[config.mk]
export PLATFORM = sky130hd
export DESIGN_NAME = rob_subsystem
export DESIGN_NICKNAME = d
export VERILOG_FILES = /design/src/hdl/rob_pkg.sv /design/src/hdl/reorder_buffer.sv /design/src/hdl/retire_port.sv /design/src/hdl/rob_subsystem.sv /design/src/hdl/tag_cam.sv
export SDC_FILE = /design/constraint.sdc
export NUM_CORES = 1
export LEC_CHECK = 0
export ABC_AREA = 0
export BUFFER_PORTS_ARGS = -buffer_cell sky130_fd_sc_hd__clkbuf_2
export CAP_MARGIN = 40
export CORE_UTILIZATION = 50
export CTS_BUF_LIST = sky130_fd_sc_hd__clkbuf_4
export CTS_CLUSTER_SIZE = 12
export DETAILED_ROUTE_END_ITERATION = 10
export PLACE_DENSITY = 0.65
export SLEW_MARGIN = 30
export SYNTH_ARGS = -nofsm -noshare
export SYNTH_HDL_FRONTEND = slang
export SYNTH_SLANG_ARGS = --single-unit
[constraint.sdc]
create_clock -name clock -period 12.5 [get_ports clock]
set_input_delay 2.5 -clock clock [delete_from_list [all_inputs] [get_ports clock]]
set_output_delay 2.5 -clock clock [all_outputs]
set_load 0.02 [all_outputs]
[src/hdl/rob_pkg.sv]
`default_nettype none

package rob_pkg;

	// Machine sizes
	localparam int SS_WIDTH       = 2;    // Dispatch, completion and retire slots
	localparam int ROB_DEPTH      = 8;
	localparam int ROB_IDX_W      = $clog2(ROB_DEPTH);
	localparam int PHYS_TAG_W     = 6;    // 64 physical registers
	localparam int ARCH_REG_W     = 5;
	localparam int COMMIT_CREDITS = 4;

	// Counts of 0..SS_WIDTH slots per cycle
	localparam int SLOT_CNT_W = $clog2(SS_WIDTH + 1);
	localparam int CREDIT_W   = $clog2(COMMIT_CREDITS + 1);

	typedef enum logic [2:0] {
		OP_ALU    = 3'd0,
		OP_LOAD   = 3'd1,
		OP_STORE  = 3'd2,
		OP_BRANCH = 3'd3,
		OP_HALT   = 3'd4
	} rob_op_e;

	// One dispatch lane
	typedef struct packed {
		logic                  valid;
		logic [PHYS_TAG_W-1:0] t_new;      // Tag taken from the free list
		logic [PHYS_TAG_W-1:0] t_old;      // Previous mapping, freed at commit
		logic [ARCH_REG_W-1:0] arch_dest;
		rob_op_e               op;
	} dispatch_slot_t;

	// One completion broadcast
	typedef struct packed {
		logic                  valid;
		logic [PHYS_TAG_W-1:0] tag;
	} cdb_slot_t;

	// One retiring row toward commit
	typedef struct packed {
		logic                  valid;
		logic [PHYS_TAG_W-1:0] t_new;
		logic [PHYS_TAG_W-1:0] t_old;
		logic [ARCH_REG_W-1:0] arch_dest;
		rob_op_e               op;
	} retire_slot_t;

	// Stores, branches and halt have no destination register
	// and so never wait for a completion broadcast
	function automatic logic op_writes_reg(input rob_op_e op);
		logic writes;
		case (op)
			OP_ALU,
			OP_LOAD: writes = 1'b1;
			default: writes = 1'b0;
		endcase
		return writes;
	endfunction

endpackage

`default_nettype wire

[src/hdl/reorder_buffer.sv]
`timescale 1ns/100ps
`default_nettype none

module reorder_buffer import rob_pkg::*; (
	input  logic                           clock,
	input  logic                           rst_n,
	input  logic                           flush,
	input  dispatch_slot_t [SS_WIDTH-1:0]  dispatch,
	input  cdb_slot_t [SS_WIDTH-1:0]       cdb,
	input  logic [SLOT_CNT_W-1:0]          retire_limit,
	output retire_slot_t [SS_WIDTH-1:0]    retire_rows,
	output logic [SLOT_CNT_W-1:0]          dispatch_credits
);

	// Row payload, only written at dispatch
	typedef struct packed {
		logic [PHYS_TAG_W-1:0] t_new;
		logic [PHYS_TAG_W-1:0] t_old;
		logic [ARCH_REG_W-1:0] arch_dest;
		rob_op_e               op;
	} rob_row_t;

	rob_row_t [ROB_DEPTH-1:0] rows;
	logic [ROB_DEPTH-1:0]     busy;
	logic [ROB_DEPTH-1:0]     ready;
	logic [ROB_IDX_W-1:0]     head;   // Oldest row
	logic [ROB_IDX_W-1:0]     tail;   // Next free row

	logic [ROB_DEPTH-1:0][PHYS_TAG_W-1:0] entry_tags;
	logic [ROB_DEPTH-1:0]                 hits;
	logic [ROB_DEPTH-1:0]                 can_retire;

	logic [SS_WIDTH-1:0][ROB_IDX_W-1:0] ret_idx;
	logic [SS_WIDTH-1:0]                ret_go;
	logic [SLOT_CNT_W-1:0]              ret_count;
	logic [SS_WIDTH-1:0][ROB_IDX_W-1:0] disp_idx;
	logic [SLOT_CNT_W-1:0]              disp_count;

	// Completion matching
	always_comb begin
		for (int i = 0; i < ROB_DEPTH; i++) begin
			entry_tags[i] = rows[i].t_new;
		end
	end

	tag_cam tag_cam_i (
		.entry_tags (entry_tags),
		.cdb        (cdb),
		.hits       (hits)
	);

	// A broadcast in this cycle already counts as ready
	assign can_retire = busy & (ready | hits);

	// Walk from the head, stop at the first row that cannot go
	always_comb begin
		logic in_order;
		in_order  = !flush;   // Nothing retires during a flush
		ret_count = '0;
		for (int k = 0; k < SS_WIDTH; k++) begin
			ret_idx[k] = head + ROB_IDX_W'(k);
			in_order   = in_order && (SLOT_CNT_W'(k) < retire_limit)
				&& can_retire[ret_idx[k]];
			ret_go[k]  = in_order;
			ret_count  = ret_count + SLOT_CNT_W'(in_order);
		end
	end

	always_comb begin
		for (int k = 0; k < SS_WIDTH; k++) begin
			retire_rows[k].valid     = ret_go[k];
			retire_rows[k].t_new     = rows[ret_idx[k]].t_new;
			retire_rows[k].t_old     = rows[ret_idx[k]].t_old;
			retire_rows[k].arch_dest = rows[ret_idx[k]].arch_dest;
			retire_rows[k].op        = rows[ret_idx[k]].op;
		end
	end

	// Every freed row hands one credit back to the dispatcher
	assign dispatch_credits = ret_count;

	// Valid slots arrive packed from slot 0, so slot s lands at tail + s
	always_comb begin
		disp_count = '0;
		for (int s = 0; s < SS_WIDTH; s++) begin
			disp_idx[s] = tail + ROB_IDX_W'(s);
			disp_count  = disp_count + SLOT_CNT_W'(dispatch[s].valid);
		end
	end

	// Control state
	always_ff @(posedge clock) begin
		if (!rst_n || flush) begin
			busy  <= '0;
			ready <= '0;
			head  <= '0;
			tail  <= '0;
		end else begin
			for (int i = 0; i < ROB_DEPTH; i++) begin
				if (busy[i] && hits[i]) begin
					ready[i] <= 1'b1;
				end
			end

			// Retired rows become free
			for (int k = 0; k < SS_WIDTH; k++) begin
				if (ret_go[k]) begin
					busy[ret_idx[k]]  <= 1'b0;
					ready[ret_idx[k]] <= 1'b0;
				end
			end

			for (int s = 0; s < SS_WIDTH; s++) begin
				if (dispatch[s].valid) begin
					busy[disp_idx[s]]  <= 1'b1;
					ready[disp_idx[s]] <= !op_writes_reg(dispatch[s].op);  // No wait for stores etc
				end
			end

			head <= head + ROB_IDX_W'(ret_count);
			tail <= tail + ROB_IDX_W'(disp_count);
		end
	end

	// Payload
	always_ff @(posedge clock) begin
		for (int s = 0; s < SS_WIDTH; s++) begin
			if (dispatch[s].valid) begin
				rows[disp_idx[s]].t_new     <= dispatch[s].t_new;
				rows[disp_idx[s]].t_old     <= dispatch[s].t_old;
				rows[disp_idx[s]].arch_dest <= dispatch[s].arch_dest;
				rows[disp_idx[s]].op        <= dispatch[s].op;
			end
		end
	end

endmodule

`default_nettype wire

[src/hdl/retire_port.sv]
`timescale 1ns/100ps
`default_nettype none

module retire_port import rob_pkg::*; (
	input  logic                          clock,
	input  logic                          rst_n,
	input  retire_slot_t [SS_WIDTH-1:0]   retire_rows,
	input  logic                          commit_credit,
	output logic [SLOT_CNT_W-1:0]         retire_limit,
	output retire_slot_t [SS_WIDTH-1:0]   retired
);

	logic [CREDIT_W-1:0]         credits;   // Commit credits held
	logic [SLOT_CNT_W-1:0]       spent;
	logic [SS_WIDTH-1:0]         valid_q;
	retire_slot_t [SS_WIDTH-1:0] rows_q;

	// One credit per row leaving the table this cycle
	always_comb begin
		spent = '0;
		for (int k = 0; k < SS_WIDTH; k++) begin
			spent = spent + SLOT_CNT_W'(retire_rows[k].valid);
		end
	end

	// Never let more rows go than commit can take
	assign retire_limit = (credits >= CREDIT_W'(SS_WIDTH)) ? SLOT_CNT_W'(SS_WIDTH)
		: SLOT_CNT_W'(credits);

	always_ff @(posedge clock) begin
		if (!rst_n) begin
			credits <= CREDIT_W'(COMMIT_CREDITS);
		end else begin
			// Returns come back one per pulse
			credits <= credits - CREDIT_W'(spent) + CREDIT_W'(commit_credit);
		end
	end

	always_ff @(posedge clock) begin
		if (!rst_n) begin
			valid_q <= '0;
		end else begin
			for (int k = 0; k < SS_WIDTH; k++) begin
				valid_q[k] <= retire_rows[k].valid;
			end
		end
	end

	always_ff @(posedge clock) begin
		rows_q <= retire_rows;
	end

	// Registered pair toward commit
	always_comb begin
		retired = rows_q;
		for (int k = 0; k < SS_WIDTH; k++) begin
			retired[k].valid = valid_q[k];
		end
	end

endmodule

`default_nettype wire

[src/hdl/rob_subsystem.sv]
`timescale 1ns/100ps
`default_nettype none

module rob_subsystem import rob_pkg::*; (
	input  logic                           clock,
	input  logic                           rst_n,
	input  dispatch_slot_t [SS_WIDTH-1:0]  dispatch,
	input  cdb_slot_t [SS_WIDTH-1:0]       cdb,
	input  logic                           flush,          // Mispredict recovery
	input  logic                           commit_credit,  // One credit per pulse
	output retire_slot_t [SS_WIDTH-1:0]    retired,
	output logic [SLOT_CNT_W-1:0]          dispatch_credits
);

	// Retire port back to the table
	logic [SLOT_CNT_W-1:0] retire_limit;

	// Combinational head rows toward the retire register
	retire_slot_t [SS_WIDTH-1:0] retire_rows;

	reorder_buffer reorder_buffer_i (
		.clock            (clock),
		.rst_n            (rst_n),
		.flush            (flush),
		.dispatch         (dispatch),
		.cdb              (cdb),
		.retire_limit     (retire_limit),
		.retire_rows      (retire_rows),
		.dispatch_credits (dispatch_credits)
	);

	retire_port retire_port_i (
		.clock         (clock),
		.rst_n         (rst_n),
		.retire_rows   (retire_rows),
		.commit_credit (commit_credit),
		.retire_limit  (retire_limit),
		.retired       (retired)
	);

endmodule

`default_nettype wire

[src/hdl/tag_cam.sv]
`timescale 1ns/100ps
`default_nettype none

// Fully combinational so a broadcast can retire its row in the same cycle
module tag_cam import rob_pkg::*; (
	input  logic [ROB_DEPTH-1:0][PHYS_TAG_W-1:0] entry_tags,
	input  cdb_slot_t [SS_WIDTH-1:0]             cdb,
	output logic [ROB_DEPTH-1:0]                 hits
);

	// One compare per entry and per broadcast lane
	logic [ROB_DEPTH-1:0][SS_WIDTH-1:0] match;

	always_comb begin
		for (int i = 0; i < ROB_DEPTH; i++) begin
			for (int j = 0; j < SS_WIDTH; j++) begin
				match[i][j] = cdb[j].valid && (cdb[j].tag == entry_tags[i]);
			end
		end
	end

	// Any lane marks the entry
	always_comb begin
		for (int i = 0; i < ROB_DEPTH; i++) begin
			hits[i] = |match[i];
		end
	end

endmodule

`default_nettype wire

# == Word-level counts from Yosys, hierarchy flattened ==
# Cells that the tools add are included.
# word_totals
register_bits,227
latch_bits,0
mem_bits_rw,0
mem_bits_ro,0
in_bits,60
output_inout_bits,44
word_cells,223
mem_count,0
# op_classes
addsub,8
n_mul,0
n_div,0
n_lt_le_gt_ge,11
n_eq_ne,18
shifts,0
mux,81
bitwise_logic,10
reduce_logical,49
# op_table
cell,n
bitwise mux 160 bit,8
demux 20 bit (select 3 bit),8
two-way mux 160 bit,2
two-way mux 8 bit,16
binary-select mux 20 bit (select 3 bit),2
== test 6 bit,16
two-way mux 20 bit,4
bitwise AND 8 bit,5
logical AND 1 bit,32
two-way mux 1 bit,28
two-way mux 14 bit,2
OR 8 bit,3
OR reduction 2 bit,10
bitwise mux 8 bit,2
"< comparator 3 x 4 -> 1 bit, second input constant",4
inverter 8 bit,2
demux 1 bit (select 3 bit),4
"greater-or-equal comparator 3 x 1 -> 1 bit, second input constant",4
"adder 3 x 1 -> 3 bit, second input constant",2
adder 3 x 2 -> 3 bit,2
binary-select mux 1 bit (select 3 bit),2
"== test 3 x 1 -> 1 bit, second input constant",2
zero test 3 bit,2
two-way mux 3 bit,2
other kinds (8),13

# == Longest topological paths before layout ==
# Gate-level depths: netlist of run 1.
# logic_depth
depth_word,18
ltp_mapped,17
depth_no_buf,15

# == Hierarchy ==
# From an unflattened synthesis of run 1, not the netlist that was laid out.
# hier_totals
hier_cells,1392
hier_area_um2,12130.4
# modules_own_cells
mod,n_inst,cells_each,area_per_inst_um2,seq_area_each_um2
reorder_buffer,1,1179,9867.0,3643.5
tag_cam,1,150,1221.2,0.0
retire_port,1,63,1042.2,900.9

# == Worst setup path before layout of run 1 ==
# Ideal clock, no wire load.
# synth_timing
path_type,in2out
startpoint,input port cdb[1] (netlist bit)
endpoint,output port dispatch_credits[1]
t_arrival_ns,4.554
required_ns,10.000
path_slack_ns,5.446
path_stages,10
path_buffers,2
cell_sequence,buf_2 > xnor2_1 > nand3_1 > or3_1 > and3_4 > a2111oi_4 > nand3_2 > buf_6 > a21oi_2 > ha_1
# synth_rtl
item,line,source
from (decl),rob_subsystem.sv:8,"input cdb_slot_t [SS_WIDTH-1:0] cdb,"
to (decl),rob_subsystem.sv:12,output logic [SLOT_CNT_W-1:0] dispatch_credits

==> impl_metrics.tcl, run 1 <==
set metrics [dict create \
    syn_area_um2 12500 \
    r2r_slack_ns 7.02 \
    clock-sinks 227 \
    ant_nets 0 \
    syn_nets 1519 \
    fmax_ghz 0.129 \
    holdWs_ns 0.497 \
    layout-drive-gt1-share_pct 18.8 \
    ys_seq_area_share_pct 36.4 \
    layout_common_cells "dfxtp_1 (226), nand2_1 (200), mux2i_1 (172)" \
    nFillCells 2291 \
    die_w_um 160 \
    synth_top_area_share_pct 36.4 \
    setup_viol 0 \
    rsz0062_at_grt "no" \
    clock_latency_ns 0.69 \
    finalCritPeriodShare_pct 62.3 \
    max_stage_delay_ns 0.44 \
    synth_top_area_cell "dfxtp_1" \
    relSlewSlack_pct 39.8 \
    antenna_found_initial 2 \
    synth-edff-count 0 \
    reg2reg_from "reorder_buffer_i.head[0]$_SDFF_PP0_" \
    worstPathRequired_ns 10.00 \
    rows 57 \
    overflow 0 \
    layout_min_cycle_time_ns 7.78 \
    p_per_area_nw_per_um2 160 \
    areaGrowthSynthToFinish_pct 11.8 \
    setup_ws_ns 4.72 \
    clk_path_buf_depth 3 \
    crit_path_cell_trace "clkbuf_2 -> xnor2_1 -> nand4_1 -> nor4_1 -> nor3_1 -> a2111oi_4 -> nand3_2 -> a211oi_2 -> ha_1 -> clkbuf_2" \
    outcome "finished, final reports clean" \
    grt_pass1_vias 11000 \
    critPathLaunchType "primary input" \
    r2r_end "retire_port_i.credits[2]$_SDFF_PN1_" \
    setup_tns_ns 0 \
    crit_top_cell "clkbuf_2" \
    drt_iter0_drc 1362 \
    drtPass1Iterations 6 \
    clock_skew_ns 0.0413 \
    setup.worst_path.start "cdb[2]" \
    synth_area_per_cell_um2 8.62 \
    wl_per_cell_um 24.3 \
    numCtsBuffers 66 \
    drc 0 \
    wl_mm 45.4 \
    cts.reportedPaths.clkPinSlew_ns 0.06 \
    post-place-ws_ns 4.82 \
    endpoint "dispatch_credits[0]" \
    die-area_um2 25600 \
    critPathMaxFanout 15 \
    via_per_inst 6.26 \
    layout.nets 1570 \
    synthCells 1448 \
    holdCritStartpoint "reorder_buffer_i.rows[73]$_DFF_P_" \
    cp.arrival_ns 5.28 \
    synth_area_leaders "dfxtp_1 (36%), mux2i_1 (14%), nand2_1 (6.0%)" \
    die_h_um 160 \
    clockRootBuffer "clkbuf_4" \
    ys_seq_elements 227 \
    synth_warnings 0 \
    layout_commonest_cell "dfxtp_1" \
    port_buffers 103 \
    cts_tree "yes" \
    dp_hpwl_mm 27.4 \
    grt_max_degree 44 \
    gp_congestion 1.01 \
    vias 11700 \
    seqCellArea_um2 4550 \
    drv_cap 0 \
    multi_input_area_um2 7380 \
    cts_hold_buffers 0 \
    finalHoldViolations 0 \
    synth_cell_type_count 67 \
    cp-end-kind "primary output" \
    slowest_stage "a2111oi_4" \
    core_area_um2 24400 \
    postCtsSetupBuffers 0 \
    vdd_ir_drop_max_uv 79.3 \
    cts_max_level 3 \
    grt.total_usage_pct 35.1 \
    grt_pass1_wl_mm 67.7 \
    ys.flop_type "dfxtp_1" \
    p_leak_nw 5.67 \
    slew_viol_final 0 \
    hold_class "flip-flop to flip-flop" \
    critical_path_class "primary input to primary output" \
    tightest_slew_ns 0.903 \
    start_util_pct 51.2 \
    r2r.worst_path.cells 17 \
    async_flop_share_pct 0 \
    post_cts_resize_count 0 \
    pin_count 104 \
]
power breakdown:
part           switching [mW]  total (mW)  internal [mW]
Sequential              0.178        1.07          0.893
Combinational           0.243       0.459          0.216
Clock                   0.332       0.707          0.375
critical path: cells and delay by family:
| family | cells | cell delay [ns] |
|---|---|---|
| and+or+nand+nor | 4 | 1.07 |
| AOI/OAI and AO/OA | 2 | 0.81 |
| buffers and inverters | 2 | 0.43 |
| adders and majority gates | 1 | 0.31 |
| xor gates and xnor gates | 1 | 0.15 |
logic make-up (layout without fill, tap and decap cells):
kind of cell    Yosys count  after routing  share of synthesized area, %
other cells               0              2                             0
xor+xnor                104            104                          7.29
compound gates          355            355                          18.1
flops                   227            227                          36.4
mux                     192            192                          17.4
buf+inv                 166            256                          5.60
fa+ha+maj                11             11                          1.28
simple gates            393            393                          13.9
per-stage QoR:
| step | util, % | power [mW] | std cells | cell area, um^2 |
|---|---|---|---|---|
| after floorplan | - | 1.37 | 1448 | 12500 |
| after global placement | 53.7 | 1.52 | 1753 | 13100 |
| after detailed placement | 53.9 | 1.53 | 1754 | 13100 |
| after CTS | 57.2 | 2.23 | 1861 | 13900 |
| after global routing | 57.2 | 2.35 | 1863 | 14000 |
| final | 57.2 | 2.24 | 1864 | 14000 |
flip-flops by register name (all words and copies together) (netlist names):
name	cells
reorder_buffer_i.tail	3
retire_port_i.valid_q	2
retire_port_i.credits	3
retire_port_i.retired	40
reorder_buffer_i.busy	8
reorder_buffer_i.ready	8
reorder_buffer_i.rows	112
reorder_buffer_i.entry_tags	48
reorder_buffer_i.head	3
cell usage after synthesis, types with 4 or more instances:
library cell / number
ha_1: 8
nor4_1: 10
nand4_1: 24
buf_1: 14
inv_1: 14
buf_6: 4
mux2i_1: 172
or3_1: 4
buf_2: 16
a31oi_1: 10
dfxtp_1: 227
clkbuf_2: 18
o21ai_0: 137
o22ai_1: 5
and2_1: 7
o221ai_1: 4
xnor2_1: 59
xor2_1: 45
nand2b_1: 5
a22o_1: 11
a222oi_1: 4
o21ai_1: 9
nand2_1: 200
nor2b_1: 4
nor3_1: 18
o211ai_1: 4
clkbuf_1: 96
and3_1: 4
mux4_2: 20
nor2_1: 79
nand3_1: 26
a221oi_1: 18
a21oi_1: 63
a22oi_1: 64
cell type report:
type,instances,share of cell area [%]
multi-input combinational,1055,52.9
tap,324,2.90
clock inverter,16,0.851
clock buffer,91,4.89
inverter,17,0.457
timing repair buffer,132,5.42
sequential,227,32.6
antenna,2,0.0358
routing by layer:
layer  global-route usage, %  vias to the layer above  part of all wire (%)
li1                        -                     5304                     -
met1                    46.4                     5480                    41
met2                    54.1                      750                    44
met3                    7.74                      143                    11
met4                    16.9                        0                   3.9
met5                       0                        -                     0
worst min path at each step:
stage | endpoint | slack [ns] | depth (start not counted)
floorplan | retire_port_i.retired[26]$_DFF_P_ | 0.46 | 2
global placement | reorder_buffer_i.busy[4]$_SDFF_PP0_ | 0.50 | 2
detailed placement | retire_port_i.retired[30]$_DFF_P_ | 0.49 | 2
CTS | retire_port_i.retired[13]$_DFF_P_ | 0.50 | 2
global route | retire_port_i.retired[13]$_DFF_P_ | 0.50 | 2
finish | retire_port_i.retired[13]$_DFF_P_ | 0.50 | 2
Power figures use the tool's default switching activity.
==> run 2: changes to the inputs <==
- PLACE_DENSITY: 0.65 -> 0.67
- clock period: 12.5 -> 6.9 ns (I/O delays scaled with it)
==> impl_metrics.tcl, run 2 (synthesis results as in run 1) <==
set metrics [dict create \
    grt_pass1_vias 11100 \
    critPathMaxFanout 21 \
    drtPass1Iterations 6 \
    layout_min_cycle_time_ns 5.77 \
    post_cts_resize_count 0 \
    antenna_found_initial 2 \
    pin_count 104 \
    worstPathRequired_ns 5.52 \
    clock-sinks 227 \
    clock_skew_ns 0.0577 \
    critPathLaunchType "flip-flop" \
    layout-drive-gt1-share_pct 18.8 \
    setup.worst_path.start "reorder_buffer_i.head[2]$_SDFF_PP0_" \
    p_per_area_nw_per_um2 285 \
    vias 11700 \
    dp_hpwl_mm 26.6 \
    p_leak_nw 5.65 \
    reg2reg_from "reorder_buffer_i.head[2]$_SDFF_PP0_" \
    seqCellArea_um2 4550 \
    via_per_inst 6.27 \
    cts_tree "yes" \
    die_h_um 160 \
    tightest_slew_ns 0.882 \
    overflow 0 \
    layout_commonest_cell "dfxtp_1" \
    gp_congestion 0.993 \
    wl_mm 44.2 \
    postCtsSetupBuffers 0 \
    finalHoldViolations 0 \
    setup_viol 0 \
    largest_register_ffs 112 \
    outcome "finished, final reports clean" \
    wl_per_cell_um 23.7 \
    r2r_slack_ns 1.94 \
    min_to "retire_port_i.retired[10]$_DFF_P_" \
    layout_common_cells "dfxtp_1 (226), nand2_1 (200), mux2i_1 (172)" \
    rows 57 \
    fmax_ghz 0.173 \
    cp-end-kind "primary output" \
    areaGrowthSynthToFinish_pct 11.4 \
    slew_viol_final 0 \
    hold_class "flip-flop to flip-flop" \
    rsz0062_at_grt "no" \
    port_buffers 103 \
    hold_depth 2 \
    vdd_ir_drop_max_uv 157 \
    ant_nets 0 \
    die_w_um 160 \
    drt_iter0_drc 1230 \
    drc 0 \
    multi_input_area_um2 7370 \
    finalCritPeriodShare_pct 83.6 \
    grt_pass1_wl_mm 66.6 \
    r2r_end "retire_port_i.credits[2]$_SDFF_PN1_" \
    holdCritStartpoint "reorder_buffer_i.rows[110]$_DFF_P_" \
    holdWs_ns 0.516 \
    clock_latency_ns 0.73 \
    cts.reportedPaths.clkPinSlew_ns 0.07 \
    setup_tns_ns 0 \
    grt.total_usage_pct 34.0 \
    grt_max_degree 44 \
    cts_max_level 2 \
    nFillCells 2233 \
    clk_path_buf_depth 3 \
    cp.arrival_ns 4.39 \
    layout.nets 1568 \
    cts_hold_buffers 0 \
    drv_cap 0 \
    start_util_pct 51.2 \
    critical_path_class "flip-flop to primary output" \
    relSlewSlack_pct 41.2 \
    die-area_um2 25600 \
    r2r.worst_path.cells 15 \
    clockRootBuffer "clkbuf_4" \
    core_area_um2 24400 \
    numCtsBuffers 61 \
]
==> run 2: worst max-delay path by stage <==
stage	cells past startpoint	slack, ns	to
2_1_floorplan	17	2.05	retire_port_i.credits[2]$_SDFF_PN1_
3_3_place_gp	10	1.44	dispatch_credits[0]
3_5_place_dp	10	1.42	dispatch_credits[1]
4_1_cts	9	1.21	dispatch_credits[1]
5_1_grt	9	1.06	dispatch_credits[1]
6_report	9	1.13	dispatch_credits[1]
==> run 2: area by class of cell <==
type                       count  share of cell area (%)
multi-input combinational   1055                    53.0
sequential                   227                    32.7
timing repair buffer         135                    5.46
inverter                      17                   0.459
clock buffer                  90                    4.86
antenna                        2                  0.0360
tap                          324                    2.91
clock inverter                13                   0.621
==> run 2: critical path, cell delays in order (launching register included) <==
cell,delay (ns)
dfxtp_1,0.84
nor2_1,0.12
and2_4,0.35
a2111oi_2,0.64
inv_2,0.10
a2111oi_4,0.37
nand3_2,0.36
a211oi_2,0.38
ha_1,0.29
clkbuf_2,0.20
==> run 2: per-stage QoR <==
step	area, um^2	std cells	power, mW	util [%]	setup WS (ns)
after floorplan	12500	1448	2.48	-	2.05
after global placement	13100	1756	2.75	53.8	1.44
after detailed placement	13100	1756	2.77	53.8	1.42
after CTS	13900	1859	3.95	56.9	1.21
after global routing	13900	1862	4.17	57.0	1.06
final	13900	1863	3.96	57.0	1.13
==> run 2: power breakdown <==
group / switching (mW) / internal (mW)
Combinational: 0.446 / 0.393
Sequential: 0.311 / 1.62
Clock: 0.563 / 0.628
==> run 2: layer usage <==
layer	share of wire (%)	routed length [um]	GRT usage (%)	up-vias
met5	0	0	0	-
met1	41	17900	45.5	5469
met2	44	19600	52.4	768
met3	11	4980	7.19	149
met4	3.9	1740	15.8	0
li1	-	-	-	5299
